<file path="config.mk">
export PLATFORM = sky130hd
export DESIGN_NAME = pipe_core
export DESIGN_NICKNAME = d
export VERILOG_FILES = /design/src/rtl/pipe_pkg.sv /design/src/rtl/pipe_core.sv /design/src/rtl/ctrl.sv /design/src/rtl/mem_access.sv /design/src/rtl/inst_decode.sv /design/src/rtl/stage_reg.sv /design/src/rtl/pc_reg.sv
export SDC_FILE = /design/constraint.sdc
export NUM_CORES = 1
export LEC_CHECK = 0
export BUFFER_PORTS_ARGS = -buffer_cell sky130_fd_sc_hd__buf_2
export CAP_MARGIN = 20
export CORE_AREA = 2 2 205 157
export CTS_CLUSTER_DIAMETER = 30
export DETAILED_ROUTE_END_ITERATION = 10
export DIE_AREA = 0 0 207 159
export GPL_TIMING_DRIVEN = 0
export PLACE_DENSITY = 0.69
export SLEW_MARGIN = 20
export SYNTH_ARGS = -nofsm -noshare
export SYNTH_HDL_FRONTEND = slang
export SYNTH_SLANG_ARGS = --single-unit
</file>
<file path="constraint.sdc">
create_clock -name clk -period 14.11 [get_ports clk]
set_input_delay 2.822 -clock clk [delete_from_list [all_inputs] [get_ports clk]]
set_output_delay 2.822 -clock clk [all_outputs]
set_load 0.02 [all_outputs]
</file>
<file path="src/rtl/pipe_pkg.sv">
`default_nettype none

package pipe_pkg;

    // address and pc width
    localparam int XLEN = 64;

    // fetched instruction word
    localparam int INST_W = 32;

    // instruction class code width
    localparam int KIND_W = 2;

    // instruction classes seen by the hazard logic
    localparam logic [KIND_W-1:0] KIND_ALU   = 2'd0;
    localparam logic [KIND_W-1:0] KIND_LOAD  = 2'd1;
    localparam logic [KIND_W-1:0] KIND_STORE = 2'd2;
    localparam logic [KIND_W-1:0] KIND_JAL   = 2'd3;

    // rv64 major opcodes, bits [6:0] of the word
    localparam logic [6:0] OPC_LOAD  = 7'b0000011;
    localparam logic [6:0] OPC_STORE = 7'b0100011;
    localparam logic [6:0] OPC_JAL   = 7'b1101111;

endpackage

`default_nettype wire
</file>
<file path="src/rtl/pipe_core.sv">
`timescale 1ns/1ps
`default_nettype none

module pipe_core
    import pipe_pkg::*;
#(
    parameter logic [XLEN-1:0] RESET_PC = 64'h0000_0000_8000_0000
) (
    input  wire              clk,
    input  wire              reset_i,
    // instruction fetch
    output logic [XLEN-1:0]  pc_o,
    input  wire [INST_W-1:0] inst_i,
    // bus busy window
    input  wire              axi_busy_i,
    input  wire              axi_busy_end_i,
    // data memory
    input  wire              mem_ack_i,
    output logic             mem_req_o,
    // completion
    output logic             retire_valid_o,
    output logic [XLEN-1:0]  retire_pc_o
);

    // control
    logic              pc_stall;
    logic              jump_en;
    logic [XLEN-1:0]   jump_addr;
    logic              if_id_stall;
    logic              if_id_flush;
    logic              id_ex_stall;
    logic              id_ex_flush;
    logic              mem_stall;
    logic              mem_load_pending;
    logic              mem_store_pending;

    // decode stage token
    logic              if_id_valid;
    logic [XLEN-1:0]   if_id_pc;
    logic [INST_W-1:0] if_id_inst;

    // execute stage token and its decode
    logic              ex_valid;
    logic [XLEN-1:0]   ex_pc;
    logic [INST_W-1:0] ex_inst;
    logic [KIND_W-1:0] ex_kind;
    logic [XLEN-1:0]   ex_target;

    pc_reg #(
        .RESET_PC(RESET_PC)
    ) u_pc_reg (
        .clk(clk), .reset_i(reset_i), .stall_i(pc_stall),
        .jump_en_i(jump_en), .jump_addr_i(jump_addr), .pc_o(pc_o)
    );

    // every fetch is a valid token
    stage_reg if_id (
        .clk(clk), .reset_i(reset_i), .stall_i(if_id_stall), .flush_i(if_id_flush),
        .valid_i(1'b1), .pc_i(pc_o), .inst_i(inst_i),
        .valid_o(if_id_valid), .pc_o(if_id_pc), .inst_o(if_id_inst)
    );

    stage_reg id_ex (
        .clk(clk), .reset_i(reset_i), .stall_i(id_ex_stall), .flush_i(id_ex_flush),
        .valid_i(if_id_valid), .pc_i(if_id_pc), .inst_i(if_id_inst),
        .valid_o(ex_valid), .pc_o(ex_pc), .inst_o(ex_inst)
    );

    inst_decode u_inst_decode (
        .valid_i(ex_valid), .pc_i(ex_pc), .inst_i(ex_inst),
        .kind_o(ex_kind), .target_o(ex_target)
    );

    mem_access u_mem_access (
        .clk(clk), .reset_i(reset_i), .stall_i(mem_stall),
        .ex_valid_i(ex_valid), .ex_pc_i(ex_pc), .ex_kind_i(ex_kind),
        .mem_ack_i(mem_ack_i), .mem_req_o(mem_req_o),
        .load_pending_o(mem_load_pending), .store_pending_o(mem_store_pending),
        .retire_valid_o(retire_valid_o), .retire_pc_o(retire_pc_o)
    );

    ctrl u_ctrl (
        .axi_busy_i(axi_busy_i), .axi_busy_end_i(axi_busy_end_i),
        .ex_valid_i(ex_valid), .ex_kind_i(ex_kind), .ex_target_i(ex_target),
        .mem_load_pending_i(mem_load_pending), .mem_store_pending_i(mem_store_pending),
        .jump_en_o(jump_en), .jump_addr_o(jump_addr), .pc_stall_o(pc_stall),
        .if_id_stall_o(if_id_stall), .if_id_flush_o(if_id_flush),
        .id_ex_stall_o(id_ex_stall), .id_ex_flush_o(id_ex_flush),
        .mem_stall_o(mem_stall)
    );

endmodule

`default_nettype wire

</file>
<file path="src/rtl/ctrl.sv">
`timescale 1ns/1ps
`default_nettype none

module ctrl
    import pipe_pkg::*;
(
    // from axi
    input  wire              axi_busy_i,
    input  wire              axi_busy_end_i,
    // from ex
    input  wire              ex_valid_i,
    input  wire [KIND_W-1:0] ex_kind_i,
    input  wire [XLEN-1:0]   ex_target_i,
    // from mem
    input  wire              mem_load_pending_i,
    input  wire              mem_store_pending_i,
    // to pc_reg
    output logic             jump_en_o,
    output logic [XLEN-1:0]  jump_addr_o,
    output logic             pc_stall_o,
    // to if_id
    output logic             if_id_stall_o,
    output logic             if_id_flush_o,
    // to id_ex
    output logic             id_ex_stall_o,
    output logic             id_ex_flush_o,
    // to mem stage
    output logic             mem_stall_o
);

    logic busy;
    logic mem_pending;
    logic ex_jal;
    logic ex_mem_op;

    // end pulse cycle already lets the pipe move
    assign busy        = axi_busy_i && !axi_busy_end_i;
    assign mem_pending = mem_load_pending_i || mem_store_pending_i;
    assign ex_jal      = ex_valid_i && (ex_kind_i == KIND_JAL);
    assign ex_mem_op   = ex_valid_i && ((ex_kind_i == KIND_LOAD) || (ex_kind_i == KIND_STORE));

    always_comb begin
        jump_en_o     = 1'b0;
        jump_addr_o   = '0;
        pc_stall_o    = 1'b0;
        if_id_stall_o = 1'b0;
        if_id_flush_o = 1'b0;
        id_ex_stall_o = 1'b0;
        id_ex_flush_o = 1'b0;
        mem_stall_o   = 1'b0;
        if (busy) begin
            // freeze everything, execute token kept in place
            pc_stall_o    = 1'b1;
            if_id_stall_o = 1'b1;
            id_ex_stall_o = 1'b1;
            mem_stall_o   = 1'b1;
        end else if (mem_pending) begin
            // wait for ack, execute is already a bubble here
            pc_stall_o    = 1'b1;
            if_id_stall_o = 1'b1;
            id_ex_flush_o = 1'b1;
            mem_stall_o   = 1'b1;
        end else if (ex_jal) begin
            // drop the two younger fetches, redirect pc
            jump_en_o     = 1'b1;
            jump_addr_o   = ex_target_i;
            if_id_flush_o = 1'b1;
            id_ex_flush_o = 1'b1;
        end else if (ex_mem_op) begin
            // access moves to mem, bubble behind it
            // also covers every load-use pair
            pc_stall_o    = 1'b1;
            if_id_stall_o = 1'b1;
            id_ex_flush_o = 1'b1;
        end
    end

endmodule

`default_nettype wire

</file>
<file path="src/rtl/mem_access.sv">
`timescale 1ns/1ps
`default_nettype none

module mem_access
    import pipe_pkg::*;
(
    input  wire              clk,
    input  wire              reset_i,
    // from ctrl
    input  wire              stall_i,
    // token leaving execute
    input  wire              ex_valid_i,
    input  wire [XLEN-1:0]   ex_pc_i,
    input  wire [KIND_W-1:0] ex_kind_i,
    // memory side
    input  wire              mem_ack_i,
    output logic             mem_req_o,
    // to ctrl
    output logic             load_pending_o,
    output logic             store_pending_o,
    // completion
    output logic             retire_valid_o,
    output logic [XLEN-1:0]  retire_pc_o
);

    logic              mem_valid;
    logic [XLEN-1:0]   mem_pc;
    logic [KIND_W-1:0] mem_kind;
    // access already acknowledged, waiting to advance
    logic              mem_done;

    // ex/mem register
    always_ff @(posedge clk) begin
        if (reset_i) begin
            mem_valid <= 1'b0;
        end else if (!stall_i) begin
            mem_valid <= ex_valid_i;
        end
    end

    always_ff @(posedge clk) begin
        if (!stall_i) begin
            mem_pc   <= ex_pc_i;
            mem_kind <= ex_kind_i;
        end
    end

    // ack only counts while the request is up
    always_ff @(posedge clk) begin
        if (reset_i || !stall_i) begin
            mem_done <= 1'b0;
        end else if (mem_req_o && mem_ack_i) begin
            mem_done <= 1'b1;
        end
    end

    assign load_pending_o  = mem_valid && (mem_kind == KIND_LOAD) && !mem_done;
    assign store_pending_o = mem_valid && (mem_kind == KIND_STORE) && !mem_done;
    // request level stays up until the ack lands
    assign mem_req_o       = load_pending_o || store_pending_o;

    // a token retires in the cycle the stage advances
    assign retire_valid_o = mem_valid && !stall_i;
    assign retire_pc_o    = mem_pc;

endmodule

`default_nettype wire

</file>
<file path="src/rtl/inst_decode.sv">
`timescale 1ns/1ps
`default_nettype none

module inst_decode
    import pipe_pkg::*;
(
    // token held in execute
    input  wire              valid_i,
    input  wire [XLEN-1:0]   pc_i,
    input  wire [INST_W-1:0] inst_i,
    // class and jal destination
    output logic [KIND_W-1:0] kind_o,
    output logic [XLEN-1:0]   target_o
);

    logic [6:0]  opcode;
    logic [20:0] j_imm;

    assign opcode = inst_i[6:0];

    // j-type immediate, bit 0 always zero
    assign j_imm = {inst_i[31], inst_i[19:12], inst_i[20], inst_i[30:21], 1'b0};

    // pc relative, sign extended to full width
    assign target_o = pc_i + {{(XLEN-21){j_imm[20]}}, j_imm};

    // bubble reads as alu so nothing downstream reacts
    always_comb begin
        kind_o = KIND_ALU;
        if (valid_i) begin
            case (opcode)
                OPC_LOAD:  kind_o = KIND_LOAD;
                OPC_STORE: kind_o = KIND_STORE;
                OPC_JAL:   kind_o = KIND_JAL;
                default:   kind_o = KIND_ALU;
            endcase
        end
    end

endmodule

`default_nettype wire

</file>
<file path="src/rtl/stage_reg.sv">
`timescale 1ns/1ps
`default_nettype none

module stage_reg
    import pipe_pkg::*;
(
    input  wire              clk,
    input  wire              reset_i,
    // from ctrl
    input  wire              stall_i,
    input  wire              flush_i,
    // token from the older side
    input  wire              valid_i,
    input  wire [XLEN-1:0]   pc_i,
    input  wire [INST_W-1:0] inst_i,
    // token to the younger side
    output logic              valid_o,
    output logic [XLEN-1:0]   pc_o,
    output logic [INST_W-1:0] inst_o
);

    // flush wins over stall, bubble is just valid low
    always_ff @(posedge clk) begin
        if (reset_i || flush_i) begin
            valid_o <= 1'b0;
        end else if (!stall_i) begin
            valid_o <= valid_i;
        end
    end

    // payload, only the valid bit matters for a bubble
    always_ff @(posedge clk) begin
        if (!stall_i && !flush_i) begin
            pc_o   <= pc_i;
            inst_o <= inst_i;
        end
    end

endmodule

`default_nettype wire

</file>
<file path="src/rtl/pc_reg.sv">
`timescale 1ns/1ps
`default_nettype none

module pc_reg
    import pipe_pkg::*;
#(
    parameter logic [XLEN-1:0] RESET_PC = 64'h0000_0000_8000_0000
) (
    input  wire            clk,
    input  wire            reset_i,
    // from ctrl
    input  wire            stall_i,
    input  wire            jump_en_i,
    input  wire [XLEN-1:0] jump_addr_i,
    // fetch address
    output logic [XLEN-1:0] pc_o
);

    // jump first, then hold, else sequential step
    always_ff @(posedge clk) begin
        if (reset_i) begin
            pc_o <= RESET_PC;
        end else if (jump_en_i) begin
            pc_o <= jump_addr_i;
        end else if (!stall_i) begin
            pc_o <= pc_o + XLEN'(4);
        end
    end

endmodule

`default_nettype wire

</file>
==> results of run 1 <==
sequential cells by signal (all words and copies together) (netlist names), 2 cells and up:
name,cells
u_mem_access.retire_pc_o,64
id_ex.pc_o,64
id_ex.inst_o,27
u_mem_access.mem_kind,2
if_id.inst_o,27
u_pc_reg.pc_o,64
if_id.pc_o,64
power by group:
group / internal (W) / leakage [nW] / switching [W]
clock network: 0.000764 / 0.896 / 0.000533
logic: 0.000164 / 3.28 / 0.000325
registers: 0.00109 / 3.17 / 0.0000325
area by class of cell:
cell class                 count  share of cell area
clock buffer                  58              0.0756
sequential                   316               0.473
inverter                      25             0.00531
buffer                        69              0.0141
tap                          406              0.0273
clock inverter                44              0.0238
timing repair buffer         169              0.0528
multi-input combinational    966               0.328
cells in the final DEF, fill, tap and decap left out, types with 21 or more instances in the layout:
cell	count
a211oi_1	25
o21ai_0	97
dfxtp_1	68
edfxtp_1	248
xor2_1	21
xnor2_1	28
nand3_1	56
a21oi_1	132
nor3_1	39
nand2_1	99
buf_2	164
clkbuf_16	56
a21o_1	31
ha_1	64
and3_1	27
a31oi_1	22
nor2_1	95
nand4_1	34
clkbuf_1	64
inv_1	23
worst max-delay path, cell delays in order:
cell and delay [ns]:
buf_2 0.10, nor2b_1 0.13, buf_1 0.21, nor3_1 0.31, buf_2 0.23
synthesized netlist by cell type, drive strengths merged, types with 4 or more instances:
library cell / number / share of area
a2111oi: 7 / 0.0053
a211oi: 27 / 0.014
a21o: 31 / 0.015
a21oi: 133 / 0.044
a221oi: 4 / 0.0027
a22o: 4 / 0.0023
a22oi: 4 / 0.0020
a31oi: 23 / 0.0098
a41oi: 8 / 0.0046
and2: 11 / 0.0045
and3: 27 / 0.011
and4: 6 / 0.0034
buf: 7 / 0.0019
clkbuf: 62 / 0.015
dfxtp: 68 / 0.089
edfxtp: 248 / 0.49
ha: 64 / 0.052
inv: 25 / 0.0061
nand2: 99 / 0.024
nand2b: 7 / 0.0029
nand3: 56 / 0.018
nand4: 34 / 0.014
nor2: 96 / 0.024
nor2b: 7 / 0.0029
nor3: 42 / 0.014
nor3b: 5 / 0.0028
nor4: 9 / 0.0047
o211ai: 7 / 0.0034
o21a: 12 / 0.0059
o21ai: 105 / 0.034
o21bai: 14 / 0.0069
o22ai: 12 / 0.0049
or3: 12 / 0.0049
or4: 5 / 0.0027
xnor2: 28 / 0.016
xor2: 21 / 0.012
stage by stage:
stage	setup WS, ns	util
global route	7.43	0.604
floorplan	3.81	-
detailed placement	7.14	0.544
CTS	7.50	0.604
finish	7.48	0.604
global placement	-0.411	0.538
layer usage:
metal,part of all wire,track usage,vias up
met5,0.00029,0,-
met4,0.028,0.0880,2
met3,0.10,0.0590,90
met2,0.41,0.369,655
met1,0.46,0.404,5930
li1,-,-,5774
logic make-up (layout without fill, tap and decap cells):
logic type,after synthesis,count (layout)
simple gates,420,420
xor+xnor,49,49
compound gates,428,428
buf+inv,94,365
fa+ha+maj,65,65
mux,4,4
flops,316,316
worst max path at each step:
| stage | endpoint | startpoint | cells after the start |
|---|---|---|---|
| floorplan | u_pc_reg.pc_o[38] | axi_busy_i | 11 |
| global placement | u_pc_reg.pc_o[38] | axi_busy_i | 12 |
| detailed placement | u_pc_reg.pc_o[18] | axi_busy_i | 14 |
| CTS | retire_valid_o | axi_busy_i | 5 |
| global route | retire_valid_o | axi_busy_i | 5 |
| finish | retire_valid_o | axi_busy_i | 5 |
==> flow_summary_export.csv, run 1 <==
group,metric,value,unit
status,status,"complete, no violations",
die,ios,167,
sta,final.setup_skew,0.0276,ns
critical_path,crit_fanout,7,
place,placed_cells,1951,
critical_path,required,11.29,ns
sta,worst_pin_slew,0.913,ns
yosys,async_flop_share,0,
global_routing,gr-total-overflow,0,
place,hpwl,31500,um
die,start_util,0.495,
clocking,post_cts_resize_count,0,
yosys,synth-xor-area-share,0.0281,
place,dpl_cell_area,0.0168,mm2
clocking,clk_latency,0.59,ns
sta,whs,0.409,ns
sta,finalHoldViolations,0,
final_layout,diodes,0,
sta,max_slew_margin,0.388,
yosys,netlist_instances,1376,
die,core-area,0.0308,mm2
critical_path,end_kind,"output port",
yosys,synth_ff_type,"edfxtp_1",
critical_path,worst-setup-path-type,"primary input to output port",
yosys,synth-edff-count,248,
min_path,worstHoldEndpoint,"id_ex.pc_o[38]",
sta,rsz0062_at_grt,"no",
yosys,synth_top_family_by_area,"compound AO/OA/AOI/OAI gates",
min_path,hold_path.startpoint,"if_id.pc_o[38]",
clocking,path_clk_slew,0.05,ns
final_layout,synthToLayoutAreaGrowth,22.0,%
critical_path,reg2reg_depth,15,
sta,setup_viol,0,
sta,layout_min_cycle_time,6.63,ns
place,routabilityCongestion,0.899,
final_layout,nets,1705,
global_routing,grtUsageTotal,0.264,
critical_path,startpoint_type,"primary input",
routing,drt-total-wl,44300,um
yosys,synthDistinctLibCells,76,
clocking,cts_hold_buf,0,
clocking,numCtsBuffers,56,
final_layout,drive_gt1_frac,0.179,
global_routing,grt_pass1_wl,67900,um
power,ir_drop,0.0000932,V
yosys,synth_compound_area_frac,0.179,
routing,via_count,12500,
power,power,0.00291,W
yosys,ys_seq_area_frac,0.577,
clocking,cts.path.max_buffers,3,
global_routing,antenna_found_initial,1,
final_layout,multi_input_area,0.00611,mm2
die,die_area,0.0329,mm2
final_layout,stdcell_count,2053,
clocking,clock-root-buffer,"clkbuf_16",
routing,drcViolationCount,0,
final_layout,nFillCells,2583,
run,maxCapViolCount,0,
min_path,min_delay_path_depth,0,
critical_path,r2r-end,"u_pc_reg.pc_o[18]",
sta,maxSlewViolCount,0,
yosys,yosys.area_share.simple,0.136,
clocking,cts.sinks,316,
final_layout,seq_area,0.00881,mm2
die,die-height,159,um
critical_path,cp.arrival,3.81,ns
die,rows,56,
yosys,synthAdderAreaFrac,0.0538,
yosys,synthMuxAreaShare,0.00279,
sta,max_freq,151,MHz
yosys,ys_warn_count,0,
critical_path,rr_startpoint,"id_ex.inst_o[6]",
global_routing,grt_max_degree,50,
critical_path,r2r_slack,9.37,ns
min_path,hp-class,"flip-flop to flip-flop",
yosys,syn_nets,1478,
routing,wl_per_cell,21.6,um
yosys,synthesis.area,0.0153,mm2
clocking,cts_max_level,2,
routing,first_pass_iters,6,
clocking,cts_tree,"yes",
place,portBuffers,161,
routing,vias_per_cell,6.06,
sta,fin_setup_tns,0,ns
global_routing,first_global_vias,11600,
yosys,syn_avg_cell_area,11.1,um2
sta,fin_crit_sh,0.470,
yosys,synth_seq_cells,316,
routing,postRouteAntennaNets,0,
power,power_leakage,7.35,nW
clocking,post_cts_buffers,0,
final_layout,stdcell_area,0.0186,mm2
power,power_density,156,mW/mm2
routing,drt_iter0_drc,1328,
die,die_w,207,um
Power figures use the tool's default switching activity.
==> inputs of run 2 (changes only) <==
- PLACE_DENSITY: 0.69 -> 0.72
- clock period: 14.11 -> 5.35 ns (I/O delays scaled with it)
==> run 2 against run 1 <==
Via count rose by 0.35%. Total power grew to 2.7 times the previous value. Clock skew shrank 0.0017 ns. Wire length is 1.1% lower. Critical path depth grew 7. Register-to-register slack worse by 8.7 ns. Clock power grew to 2.7 times the previous value. Worst hold slack better by 0.0063 ns. Combinational power grew to 2.6 times the previous value. Clock-buffer cell count fell by 4. Utilization hardly changed. Critical endpoint is now if_id.pc_o[34].
==> flow_summary_export.csv, run 2 (synthesis gave the netlist of run 1 again) <==
group,metric,value,unit
clocking,numCtsBuffers,52,
critical_path,cp.arrival,4.90,ns
final_layout,nets,1701,
place,routabilityCongestion,0.906,
critical_path,crit_fanout,31,
place,hpwl,31300,um
clocking,cts_tree,"yes",
place,portBuffers,161,
critical_path,startpoint_type,"flip-flop",
sta,layout_min_cycle_time,4.64,ns
die,die_w,207,um
place,place_ws,0.306,ns
final_layout,synthToLayoutAreaGrowth,22.1,%
die,die-height,159,um
sta,final.setup_skew,0.0259,ns
die,core-area,0.0308,mm2
routing,drt_iter0_drc,1249,
critical_path,slowest_delay,0.55,ns
critical_path,worst-setup-path-type,"flip-flop to flip-flop",
clocking,path_clk_slew,0.05,ns
sta,worst_pin_slew,0.886,ns
routing,dr_wl_met2,18100,um
routing,wl_met1,20100,um
die,rows,56,
run,maxCapViolCount,0,
critical_path,crit_path_top_delay_cell,"nand2_1",
global_routing,first_global_vias,11700,
critical_path,required,5.61,ns
place,dpl_cell_area,0.0168,mm2
critical_path,path_cells,"or3_1, a211oi_1, ha_1, nand2_1, nand3_1, and2_1, clkbuf_1, nand2_1, clkbuf_1, clkinvlp_4, buf_12, buf_12",
sta,maxSlewViolCount,0,
sta,max_slew_margin,0.405,
clocking,clk_latency,0.59,ns
routing,via_count,12500,
routing,top_layer_used,"met5",
clocking,post_cts_buffers,0,
routing,first_pass_iters,5,
global_routing,gr-total-overflow,0,
sta,finalHoldViolations,0,
power,ir_drop,0.000322,V
global_routing,grt_max_degree,57,
routing,postRouteAntennaNets,0,
final_layout,final_common_cell,"edfxtp_1",
final_layout,layout_common_cells,"edfxtp_1 (248), buf_2 (163), a21oi_1 (132)",
clocking,cts_max_level,2,
global_routing,grtUsageTotal,0.262,
routing,drt-total-wl,43900,um
die,die_area,0.0329,mm2
clocking,cts.path.max_buffers,3,
critical_path,end_kind,"flip-flop",
final_layout,nFillCells,2565,
final_layout,stdcell_area,0.0186,mm2
die,start_util,0.495,
routing,wl_met3,4710,um
sta,setup_viol,0,
clocking,cts.sinks,316,
global_routing,grt_pass1_wl,67500,um
sta,setup_ws,0.710,ns
global_routing,antenna_found_initial,1,
final_layout,diodes,0,
die,ios,167,
routing,drcViolationCount,0,
clocking,post_cts_resize_count,0,
final_layout,drive_gt1_frac,0.175,
clocking,cts_hold_buf,0,
sta,fin_crit_sh,0.867,
sta,whs,0.415,ns
sta,fin_setup_tns,0,ns
status,status,"complete, no violations",
clocking,clock-root-buffer,"clkbuf_16",
routing,vias_per_cell,6.10,
min_path,hp-class,"flip-flop to flip-flop",
power,power_density,415,mW/mm2
sta,max_freq,216,MHz
power,power_leakage,7.34,nW
sta,rsz0062_at_grt,"no",
routing,wl_per_cell,21.4,um
==> run 2: cell count changes in the layout (fill, tap and decap cells not counted), sizes merged <==
cell and change:
inv -12, bufinv +7, clkbuf -4, clkinv +3, clkinvlp +1
==> run 2: layout make-up <==
type | instances | area [um2] | share of cell area
Sequential cell | 316 | 8810 | 0.473
Multi-Input combinational cell | 966 | 6110 | 0.328
Tap cell | 406 | 508 | 0.0273
Inverter | 25 | 97.6 | 0.00524
Buffer | 69 | 269 | 0.0144
Clock buffer | 54 | 1310 | 0.0702
Clock inverter | 43 | 551 | 0.0295
Timing Repair Buffer | 169 | 983 | 0.0528
==> run 2: worst max-delay path: cells and delay by family, from the launching register on <==
family                   cells  cell delay (ns)
buffers and inverters        5             1.80
AND/OR/NAND/NOR              5             1.41
flip-flops                   1             0.42
AO/OA/AOI/OAI                1             0.40
adder cells (fa/ha/maj)      1             0.25
==> run 2: path summary, 6_finish.rpt <==
check / from / endpoint / slack, ns / cells past startpoint
min reg2reg: if_id.pc_o[61] / id_ex.pc_o[61] / 0.42 / 0
min: if_id.pc_o[61] / id_ex.pc_o[61] / 0.42 / 0
max reg2reg: id_ex.inst_o[6] / if_id.pc_o[34] / 0.71 / 12
max: id_ex.inst_o[6] / if_id.pc_o[34] / 0.71 / 12
==> run 2: routing by layer <==
layer / track usage / up-vias
met5: 0 / -
met4: 0.0714 / 2
met3: 0.0639 / 89
met2: 0.372 / 671
met1: 0.399 / 5957
li1: - / 5775
==> run 2: through the flow <==
step / total power [W] / instances / util
6_report: 0.00774 / 2048 / 0.605
3_3_place_gp: 0.00424 / 1943 / 0.538
3_5_place_dp: 0.00427 / 1951 / 0.544
2_1_floorplan: 0.00387 / 1376 / -
4_1_cts: 0.00776 / 2048 / 0.605
5_1_grt: 0.00802 / 2048 / 0.605
==> run 2: report_power, final <==
group	switching [W]	internal [W]
registers	0.0000826	0.00288
logic	0.000860	0.000433
clock network	0.00130	0.00218
